## config.mk

```make
export PLATFORM = sky130hd
export DESIGN_NAME = clk_cmd_decode
export DESIGN_NICKNAME = d
export VERILOG_FILES = /design/src/rtl/clk_ctrl_pkg.sv /design/src/rtl/clk_cmd_decode.sv
export SDC_FILE = /design/constraint.sdc
export NUM_CORES = 1
export LEC_CHECK = 0
export BUFFER_PORTS_ARGS = -buffer_cell sky130_fd_sc_hd__buf_2
export CAP_MARGIN = 20
export CORE_AREA = 2 2 39 41
export CTS_BUF_LIST = sky130_fd_sc_hd__clkbuf_8
export CTS_CLUSTER_SIZE = 24
export DETAILED_ROUTE_END_ITERATION = 12
export DIE_AREA = 0 0 41 43
export GPL_TIMING_DRIVEN = 0
export SLEW_MARGIN = 20
export SYNTH_ARGS = -nofsm -noshare
export SYNTH_HDL_FRONTEND = slang
export SYNTH_SLANG_ARGS = --single-unit
export TNS_END_PERCENT = 5
```

## constraint.sdc

```tcl
create_clock -name i_clk0 -period 2.1 [get_ports i_clk0]
set_input_delay 0.42 -clock i_clk0 [delete_from_list [all_inputs] [get_ports i_clk0]]
set_output_delay 0.42 -clock i_clk0 [all_outputs]
set_load 0.05 [all_outputs]
```

## src/rtl/clk_ctrl_pkg.sv

```systemverilog
// **************************************************
// clock management unit shared definitions
// source count, monitor window, command opcodes
// and the command and status structs
// **************************************************
package clk_ctrl_pkg;

  // number of source clocks, source 0 is the reference
  localparam int CLK_NUM = 4;
  // width of a source index
  localparam int SEL_W = $clog2(CLK_NUM);

  // reference cycles without a source edge before a fault
  localparam int FAIL_WINDOW = 16;
  // monitor counter sized to hold the full window
  localparam int FAIL_CNT_W = $clog2(FAIL_WINDOW + 1);
  localparam logic [FAIL_CNT_W-1:0] FAIL_LIMIT = FAIL_CNT_W'(FAIL_WINDOW);

  // command opcodes, codes 5..7 reserved
  typedef enum logic [2:0] {
    OP_NOP        = 3'd0,
    OP_SELECT     = 3'd1,
    OP_AUTO_ON    = 3'd2,
    OP_AUTO_OFF   = 3'd3,
    OP_CLEAR_FAIL = 3'd4
  } clk_op_e;

  // one command word, sampled with cmd_valid
  typedef struct packed {
    clk_op_e          op;
    logic [SEL_W-1:0] src;
  } clk_cmd_t;

  // status word seen from outside
  typedef struct packed {
    logic [SEL_W-1:0]   active;
    logic [SEL_W-1:0]   req;
    logic [CLK_NUM-1:0] fail;
    logic               auto_en;
    logic               bad_op;
  } clk_status_t;

endpackage

```

## src/rtl/clk_cmd_decode.sv

```systemverilog
// **************************************************
// command decoder
// turns command strobes into the requested source,
// the failover enable and fault-clear pulses
// **************************************************
module clk_cmd_decode (
  input  logic                             i_clk0,
  input  logic                             rst_n,
  input  clk_ctrl_pkg::clk_cmd_t           cmd,
  input  logic                             cmd_valid,
  input  logic [clk_ctrl_pkg::CLK_NUM-1:0] clk_fail,
  output logic [clk_ctrl_pkg::SEL_W-1:0]   sel,
  output logic                             auto_en,
  output logic                             clear_fail,
  output logic                             bad_op
);

  // requested source has a fault and failover is armed
  logic failover;

  // bit 0 of clk_fail is tied low, so sel of 0 never trips
  assign failover = auto_en & clk_fail[sel];

  // **************************************************
  // command register
  // **************************************************
  always_ff @(posedge i_clk0 or negedge rst_n) begin
    if (!rst_n) begin
      sel        <= '0;
      auto_en    <= 1'b0;
      clear_fail <= 1'b0;
      bad_op     <= 1'b0;
    end else begin
      // single cycle pulse by default
      clear_fail <= 1'b0;

      // fall back to the reference
      if (failover) begin
        sel <= '0;
      end

      // an explicit select in the same cycle wins,
      // failover rechecks it on the next cycle
      if (cmd_valid) begin
        case (cmd.op)
          clk_ctrl_pkg::OP_NOP: begin
          end
          clk_ctrl_pkg::OP_SELECT: begin
            sel <= cmd.src;
          end
          clk_ctrl_pkg::OP_AUTO_ON: begin
            auto_en <= 1'b1;
          end
          clk_ctrl_pkg::OP_AUTO_OFF: begin
            auto_en <= 1'b0;
          end
          clk_ctrl_pkg::OP_CLEAR_FAIL: begin
            clear_fail <= 1'b1;
            bad_op     <= 1'b0;
          end
          default: begin
            // reserved code, request left alone
            bad_op <= 1'b1;
          end
        endcase
      end
    end
  end

endmodule

```

==> impl_metrics.ini <==
[status]
status = completed

[power]
clkPwrFrac_pct = 47.5
p_int_uw = 256
p_leak_uw = 0.000184
pwr-share-comb_pct = 21.4
p_total_uw = 368
ir_worst_vdd_mv = 0.410
switchingPower_uw = 112
pwr-share-seq_pct = 31.1
swShare_pct = 30.4
power_density_nw_per_um2 = 1000

[floorplan]
die_area_sq_um = 1760
ios = 17
num_rows = 14
fp.coreArea_sq_um = 1380
start_util_pct = 16.4
die_w_microns = 41
die_y_microns = 43

[synth]
yosysTopAreaCellShare_pct = 55.2
syn_nets = 34
netlist_area_sq_um = 226
synth_common_cells = 5 x dfrtp_1, 5 x o21ai_0, 4 x nand2_1, 2 x mux2i_1
synth.distinct_cells = 10
ys_warn_count = 0
synth_edf_count = 0
ys.flop_type = dfrtp_1
synth_top_cells_by_area = dfrtp_1 55%, o21ai_0 11%, mux2i_1 8.8%, and4bb_4 7.2%, nand2_1 6.6%
avgSynthCellArea_sq_um = 10.3
synth_cells = 22
yosys.area.top_type = dfrtp_1
synthArstFlopShare_pct = 100
synth_seq_area_share_pct = 55.2
synth-seq-cells = 5

[timing]
setup_ws_ns = 0.815
setup_viol = 0
finalMaxSlewViolations = 0
fin_skew_ns = 0.00217
period_needed_ns = 1.28
finalHoldViolations = 0
rsz0062_at_grt = no
post-route-period-util_pct = 61.2
slew_headroom_pct = 83.7
clock.fmax_mhz = 778
worst_pin_slew_ns = 0.242
setup_tns_ns = 0

[route]
vias_per_cell = 4.04
finalWirelength_microns = 534
wire_per_inst_microns = 9.37
vias = 230
drt_iter0_drc = 3
ant_nets = 0
first_pass_iters = 2
drc_errors = 0

[placed_design]
dp_slack_ns = 1.00
dp_hpwl_microns = 436
numPortBuffers = 15
gp_congestion = 0.674

[final_layout]
drive_above_1_share_pct = 46.3
areaGrowthSynthToFinish_pct = 61.9
antenna_cells = 0
final_net_count = 54

[global_routing]
met1_usage_pct = 8.50
antenna_found_initial = 0
met2_usage_pct = 9.69
grt.busiest_layer = met2
grt_pass1_vias = 209
grt_pass1_wl_microns = 814
grt_max_degree = 6
grt.overflow.total = 0
track_usage_pct = 7.27
use_met3_pct = 6.28

[cts]
clkSinkCount = 5
clockBufferDepth = 2
cts_made_buffers = 3
clk_pin_slew_ns = 0.04
ctsRootBufferMaster = clkbuf_8
postCtsSetupRepairBufs = 0
post_cts_resized = 0
cts_tree = yes
cts_max_level = 1
cts-hold-fix-buffers = 0
clk_latency_ns = 0.22

[setup_path]
max_stage_delay_ns = 0.37
cp.arrival_ns = 0.86
worstPathMaxFanout = 3
critical_path.slowest_cell = dfrtp_1
crit_required_ns = 1.68
endpoint_kind = output port
critPathBufInv = 1
path_cells = buf_2
criticalPathCategory = reg2out
cp-start-kind = flop
cp_top_family = flip-flops

[hold_path]
hold_class = in2async

[job]
drv_cap = 0
-- sequential cells by signal, indices dropped and copies added (netlist names) --
| register | flops |
|---|---|
| sel | 2 |
| auto_en | 1 |
| bad_op | 1 |
| clear_fail | 1 |
-- through the flow --
step	hold WS [ns]	cell area (sq um)	util [%]	instances
after detailed placement	0.245	322	23.2	53
final	0.00661	367	26.5	57
after floorplan	0.124	226	-	22
after global placement	0.240	322	23.2	53
after global routing	0.00961	367	26.5	57
after CTS	0.00643	367	26.5	57
-- cell usage in the layout (no fill, tap or decap), types with 2 or more instances in the layout --
cell type / netlist / final
buf_2: 0 / 15
clkbuf_8: 0 / 3
dfrtp_1: 5 / 5
inv_1: 1 / 2
mux2i_1: 2 / 2
nand2_1: 4 / 4
o21ai_0: 5 / 5
-- power by group through the flow --
stage / Clock [uW] / Combinational (uW) / Sequential (uW)
finish: 175 / 78.8 / 115
global route: 189 / 85.9 / 116
CTS: 183 / 80.0 / 115
detailed placement: 0 / 79.9 / 116
global placement: 0 / 79.1 / 116
floorplan: 0 / 15.2 / 153
-- kinds of logic after synthesis --
| group | count (synthesis) | share of synthesized area, % |
|---|---|---|
| and+or+nand+nor | 8 | 21.0 |
| AOI/OAI and AO/OA | 6 | 13.3 |
| buffers and inverters | 1 | 1.66 |
| DFF | 5 | 55.2 |
| muxes | 2 | 8.84 |
-- layout make-up --
| cell class | count | area, sq um |
|---|---|---|
| clock buffer | 3 | 41.3 |
| fill | 161 | 1020 |
| sequential | 5 | 125 |
| timing repair buffer | 15 | 75.1 |
| clock inverter | 1 | 3.75 |
| inverter | 1 | 3.75 |
| multi-input combinational | 16 | 97.6 |
| tap | 16 | 20.0 |
-- path summary, 6_finish.rpt --
kind	start	to	slack, ns	depth (start not counted)
min	rst_n	clear_fail$_DFF_PN0_	0.007	1
max in group asynchronous	rst_n	auto_en$_DFFE_PN0P_	1.96	1
max reg2reg	sel[0]$_DFF_PN0_	sel[1]$_DFF_PN0_	1.24	3
max	sel[0]$_DFF_PN0_	sel[0]	0.82	1
min in group i_clk0	cmd[2]	clear_fail$_DFF_PN0_	0.40	2
min reg2reg	bad_op$_DFFE_PN0P_	bad_op$_DFFE_PN0P_	0.48	2
-- worst register-to-register path, delay by kind of cell, from the launching register on --
kind | cells | cell delay (ns)
compound gates | 2 | 0.23
flops | 1 | 0.39
mux | 1 | 0.12
-- layer usage --
layer	part of all wire, %	routed length, microns
met3	17	90
met5	0	0
met4	0	0
met2	41	218
met1	42	225
No activity file was read; power rests on OpenSTA's default activity.
