===== src/rtl/clk_ctrl_pkg.sv =====
// **************************************************
// clock management unit shared definitions
// source count, monitor window, command opcodes
// and the command and status structs
// **************************************************
package clk_ctrl_pkg;

  // number of source clocks, source 0 is the reference
  localparam int CLK_NUM = 4;
  // width of a source index
  localparam int SEL_W = $clog2(CLK_NUM);

  // reference cycles without a source edge before a fault
  localparam int FAIL_WINDOW = 16;
  // monitor counter sized to hold the full window
  localparam int FAIL_CNT_W = $clog2(FAIL_WINDOW + 1);
  localparam logic [FAIL_CNT_W-1:0] FAIL_LIMIT = FAIL_CNT_W'(FAIL_WINDOW);

  // command opcodes, codes 5..7 reserved
  typedef enum logic [2:0] {
    OP_NOP        = 3'd0,
    OP_SELECT     = 3'd1,
    OP_AUTO_ON    = 3'd2,
    OP_AUTO_OFF   = 3'd3,
    OP_CLEAR_FAIL = 3'd4
  } clk_op_e;

  // one command word, sampled with cmd_valid
  typedef struct packed {
    clk_op_e          op;
    logic [SEL_W-1:0] src;
  } clk_cmd_t;

  // status word seen from outside
  typedef struct packed {
    logic [SEL_W-1:0]   active;
    logic [SEL_W-1:0]   req;
    logic [CLK_NUM-1:0] fail;
    logic               auto_en;
    logic               bad_op;
  } clk_status_t;

endpackage


===== src/rtl/clk_status.sv =====
// **************************************************
// switch status
// syncs the active enables to the reference,
// reports the active source and switch completion
// **************************************************
module clk_status (
  input  logic                             i_clk0,
  input  logic                             rst_n,
  input  logic [clk_ctrl_pkg::CLK_NUM-1:0] active,
  input  logic [clk_ctrl_pkg::SEL_W-1:0]   sel,
  input  logic [clk_ctrl_pkg::CLK_NUM-1:0] clk_fail,
  input  logic                             auto_en,
  input  logic                             bad_op,
  output clk_ctrl_pkg::clk_status_t        status,
  output logic                             switch_done
);

  logic [clk_ctrl_pkg::CLK_NUM-1:0] active_s1;
  logic [clk_ctrl_pkg::CLK_NUM-1:0] active_s2;
  // encoded second stage, valid when any bit is set
  logic [clk_ctrl_pkg::SEL_W-1:0]   enc_idx;
  // last settled active source
  logic [clk_ctrl_pkg::SEL_W-1:0]   act_idx;

  // reset value matches the switch, source 0 on
  always_ff @(posedge i_clk0 or negedge rst_n) begin
    if (!rst_n) begin
      active_s1 <= {{(clk_ctrl_pkg::CLK_NUM-1){1'b0}}, 1'b1};
      active_s2 <= {{(clk_ctrl_pkg::CLK_NUM-1){1'b0}}, 1'b1};
    end else begin
      active_s1 <= active;
      active_s2 <= active_s1;
    end
  end

  // one-hot to index
  always_comb begin
    enc_idx = '0;
    for (int i = 0; i < clk_ctrl_pkg::CLK_NUM; i++) begin
      if (active_s2[i]) begin
        enc_idx = i[clk_ctrl_pkg::SEL_W-1:0];
      end
    end
  end

  // hold through the gap where no enable is set
  always_ff @(posedge i_clk0 or negedge rst_n) begin
    if (!rst_n) begin
      act_idx <= '0;
    end else if (|active_s2) begin
      act_idx <= enc_idx;
    end
  end

  // one cycle, act_idx catches up on the next edge
  assign switch_done = (|active_s2) && (enc_idx != act_idx) && (enc_idx == sel);

  // **************************************************
  // status word
  // **************************************************
  assign status.active  = act_idx;
  assign status.req     = sel;
  assign status.fail    = clk_fail;
  assign status.auto_en = auto_en;
  assign status.bad_op  = bad_op;

endmodule


===== config.mk =====
export PLATFORM = sky130hd
export DESIGN_NAME = clk_status
export DESIGN_NICKNAME = d
export VERILOG_FILES = /design/src/rtl/clk_ctrl_pkg.sv /design/src/rtl/clk_status.sv
export SDC_FILE = /design/constraint.sdc
export NUM_CORES = 1
export LEC_CHECK = 0
export BUFFER_PORTS_ARGS = -buffer_cell sky130_fd_sc_hd__buf_2
export CORE_AREA = 2 2 39 41
export CTS_CLUSTER_SIZE = 25
export DETAILED_ROUTE_END_ITERATION = 16
export DIE_AREA = 0 0 41 43
export GPL_ROUTABILITY_DRIVEN = 0
export PLACE_DENSITY = 0.58
export RECOVER_POWER = 50
export SLEW_MARGIN = 30
export SYNTH_ARGS = -nofsm -noshare
export SYNTH_HDL_FRONTEND = slang
export SYNTH_SLANG_ARGS = --single-unit

===== constraint.sdc =====
create_clock -name i_clk0 -period 1.4 [get_ports i_clk0]
set_clock_uncertainty 0.1 [all_clocks]
set_input_delay 0.07 -clock i_clk0 [delete_from_list [all_inputs] [get_ports i_clk0]]
set_output_delay 0.07 -clock i_clk0 [all_outputs]
set_load 0.01 [all_outputs]

==> results by stage <==
Setup path:
- The cell count of the worst reg-to-reg path is 3.
- The startpoint identified for the worst register-to-register timing path is active_s2[0].
- The kind of start point of the critical path is a register.
- STA puts the critical path data arrival time at 1.45 ns.
- The worst register-to-register path ends at act_idx[1].
- The type of the worst setup path is register to output pin.
- The register-to-register setup slack is 0.25 ns.
- The endpoint class of the critical path is an output pin.
- Data on the critical path is required at its endpoint by 1.23 ns.
- The biggest fanout along the worst timing path is 2.

Yosys:
- Sequential cells were found to cover 60.7% of the synthesized design area.
- For this run, the number of Yosys warnings is 0.
- Each instance of the synthesized netlist takes up on average between 10 and 15 um2.
- Summed over all instances, the cell type with the most area after synthesis is sky130_fd_sc_hd__dfrtp_1.
- The area fraction of the dominant cell type after synthesis is 48.0%.
- The number of nets in the synthesized netlist is 48.
- After synthesis, the cell types taking the most area are sky130_fd_sc_hd__dfrtp_1, sky130_fd_sc_hd__buf_4, sky130_fd_sc_hd__dfstp_2, sky130_fd_sc_hd__nor3b_2, sky130_fd_sc_hd__a21oi_1.
- In this run the cell area of the synthesized design comes to 417 um2.
- In this run, distinct cell masters in the synthesized netlist total 17.
- The count of state elements after synthesis is 10.
- The gate count after technology mapping is 34.

Timing:
- Setup repair after global routing could not meet its margin everywhere.
- The smallest hold slack is between 0.04 and 0.05 ns.
- The total count of hold-check failures in the final report came to 0.
- Setup violations remaining at the end of the flow were counted as 1.
- In this run the tightest slew margin relative to its limit is 66.1%.
- In the finished design, the share of the clock period the worst path needs comes to 116%.
- The final critical path time including I/O delays and setup is 1.62 ns.
- The setup total negative slack is -0.224 ns.
- The count of pins over their slew limit came to 0.
- For the pin with the worst max-slew slack, the measured transition is 0.508 ns.
- Timing would allow up to 0.616 GHz.
- The post-route worst setup slack is -0.224 ns.

Flow run:
- Max-cap violations in this run came to 0.

Global route:
- The final global-route overflow total is 0.
- The number of antenna violations at the first check in global routing is 0.
- The number of global-route vias before repair is 270.
- Entering global routing, the biggest net connects 11 pins.
- The first-pass GRT wire length is 1020 um.
- Global routing used 8.61% of the available tracks across all layers.

CTS:
- The number of clock sinks seen by CTS is 10.
- The post-CTS clock slew at the launch and capture registers of the worst setup and hold paths is 0.06 ns.
- The later-pin clock latency in the skew report is 0.26 ns.
- TritonCTS built the clock tree.
- Counting the buffers created by CTS gives 3.
- The deepest clock path buffer count is 2.
- The number of levels the H-tree was split into is 1.
- CTS placed an instance of sky130_fd_sc_hd__clkbuf_4 at the clock tree root.

Die:
- The count of boundary I/O pins is 25.
- The die outline width is 41 um.
- The region available for standard cell placement spans 1380 um2.
- The starting utilization of the core area is 30.1%.
- The area of the die is 1760 um2.
- Row generation in the floorplan step produced 14 rows.
- The height of the die is ~43 um.

Min path:
- The worst min-delay path category is primary input to output pin.
- The worst hold path passes through 0 cells.
- The terminating pin of the worst hold path is status[2].
- The startpoint of the lowest-slack hold path is clk_fail[0].

Route:
- The number of remaining DRC errors is 0.
- The via count is between 200 and 300.
- Wires add up to 673 um.
- The length of routed met2 wiring is 301 um.
- Summed over all nets, wire length on met3 after detailed routing comes to 58 um.
- The sum of routed wire segments on met1 is around 310 um.
- In the final routed layout, each cell accounts on average for 10.5 um.
- The initial detailed-routing violation count is 5.
- The top metal layer carrying routed signals is met3.
- The post-detailed-route count of antenna-violating nets is 0.
- The number of iterations in the first detailed-routing pass is 2.
- The detailed-route vias per instance is 4.39.

Place:
- Summing all placed instances gives a cell area of 437 um2.
- In this run, placement finished with an instance count of 54.
- The count of input and output buffers is 12.

Finish:
- The sequential cell area is 253 um2.
- The post-route cell area is 528 um2.
- The area growth from synthesis to layout is 26.7%.
- The net count of the finished layout is 63.
- The filler cells instantiated in the layout total between 100 and 150.
- The number of antenna repair diodes is 0.
- In the final layout, the share of cells above drive strength 1 is 37.5%.
- The area of combinational cells with multiple inputs is 96.3 um2.
- The number of standard cells in the layout, taps in and fillers out is 64.

Power and ir drop:
- Across the VDD grid, the largest voltage drop is 0.000451 V.
- The total power is roughly 0.00063 W.
- In this run the static leakage power is 0.243 nW.
- For this design the ratio of total power to cell area is 1190 nW/um2.

Run status:
- The run finished, with violations left.
- The checks that failed: setup timing.
[synthesized netlist by cell type]
master,number
sky130_fd_sc_hd__xor2_1,1
sky130_fd_sc_hd__o21bai_1,1
sky130_fd_sc_hd__nand4_1,1
sky130_fd_sc_hd__a31oi_1,1
sky130_fd_sc_hd__nand3b_1,1
sky130_fd_sc_hd__o31a_1,1
sky130_fd_sc_hd__a21oi_1,2
sky130_fd_sc_hd__dfrtp_1,8
sky130_fd_sc_hd__inv_1,2
sky130_fd_sc_hd__nor3b_2,1
sky130_fd_sc_hd__nor2_1,1
sky130_fd_sc_hd__nand2_1,1
sky130_fd_sc_hd__o31ai_1,1
sky130_fd_sc_hd__dfstp_2,2
sky130_fd_sc_hd__buf_4,8
sky130_fd_sc_hd__a211o_1,1
sky130_fd_sc_hd__o21ai_1,1
[state kept, by name (all words and copies together), names as in the netlist]
| name | cells |
|---|---|
| active_s1 | 4 |
| act_idx | 2 |
| active_s2 | 4 |
[how the worst max path moves through the flow]
stage | cells past startpoint | to | startpoint
global placement | 5 | switch_done | active_s2[0]
global route | 5 | switch_done | active_s2[0]
floorplan | 4 | switch_done | active_s2[0]
CTS | 5 | switch_done | active_s2[0]
finish | 5 | switch_done | active_s2[0]
detailed placement | 5 | switch_done | active_s2[0]
[layout make-up]
class                      count  area share, %
multi-input combinational     14           18.2
sequential                    10           47.9
tap                           16           3.79
inverter                       2           1.42
timing repair buffer          18           21.8
clock buffer                   4           6.87
[repair_timing]
item / CTS / global route
endpoints found under the hold margin: 14 / 0
hold buffers: 5 / 0
buffers inserted: 0 / 1
setup endpoints to repair: 1 / 1
resized for setup: 0 / 0
[stage by stage]
step / util [%] / worst slack (ns)
finish: 38.2 / -0.224
global route: 38.2 / -0.342
CTS: 37.8 / -0.263
detailed placement: 31.6 / 0.0300
global placement: 31.6 / 0.0412
floorplan: - / 0.104
[metal layers]
layer  up-vias  global-route usage [%]
li1        137                       -
met1       128                    9.97
met2        16                    13.4
met3         0                    1.57
met4         0                    6.00
met5         -                       0
[critical path, stage by stage (launching register included)]
cell and delay (ns):
sky130_fd_sc_hd__dfstp_2 0.53, sky130_fd_sc_hd__nor3b_2 0.15, sky130_fd_sc_hd__a21oi_1 0.05, sky130_fd_sc_hd__o31a_1 0.24
sky130_fd_sc_hd__o21ai_1 0.10, sky130_fd_sc_hd__buf_2 0.13
[cells in the final DEF (no fill, tap or decap), types with 2 or more instances in the layout]
cell type                       Yosys  routed
sky130_fd_sc_hd__dfstp_2            2       2
sky130_fd_sc_hd__clkbuf_1           0       2
sky130_fd_sc_hd__dfrtp_1            8       8
sky130_fd_sc_hd__a21oi_1            2       2
sky130_fd_sc_hd__clkbuf_4           0       3
sky130_fd_sc_hd__dlygate4sd3_1      0       5
sky130_fd_sc_hd__buf_2              0      10
sky130_fd_sc_hd__inv_1              2       2
[where the power goes]
part	total, W	switching (W)	internal, W
clock network	0.000248	0.0000907	0.000157
logic	0.0000600	0.0000264	0.0000336
registers	0.000320	0.0000132	0.000306
total	0.000628	0.000130	0.000498
[kinds of logic after synthesis]
logic type	share of synthesized area, %
compound gates	12.9
xor+xnor	2.10
buf+inv	16.2
flops	60.7
simple gates	8.11
Power figures use the tool's default switching activity.
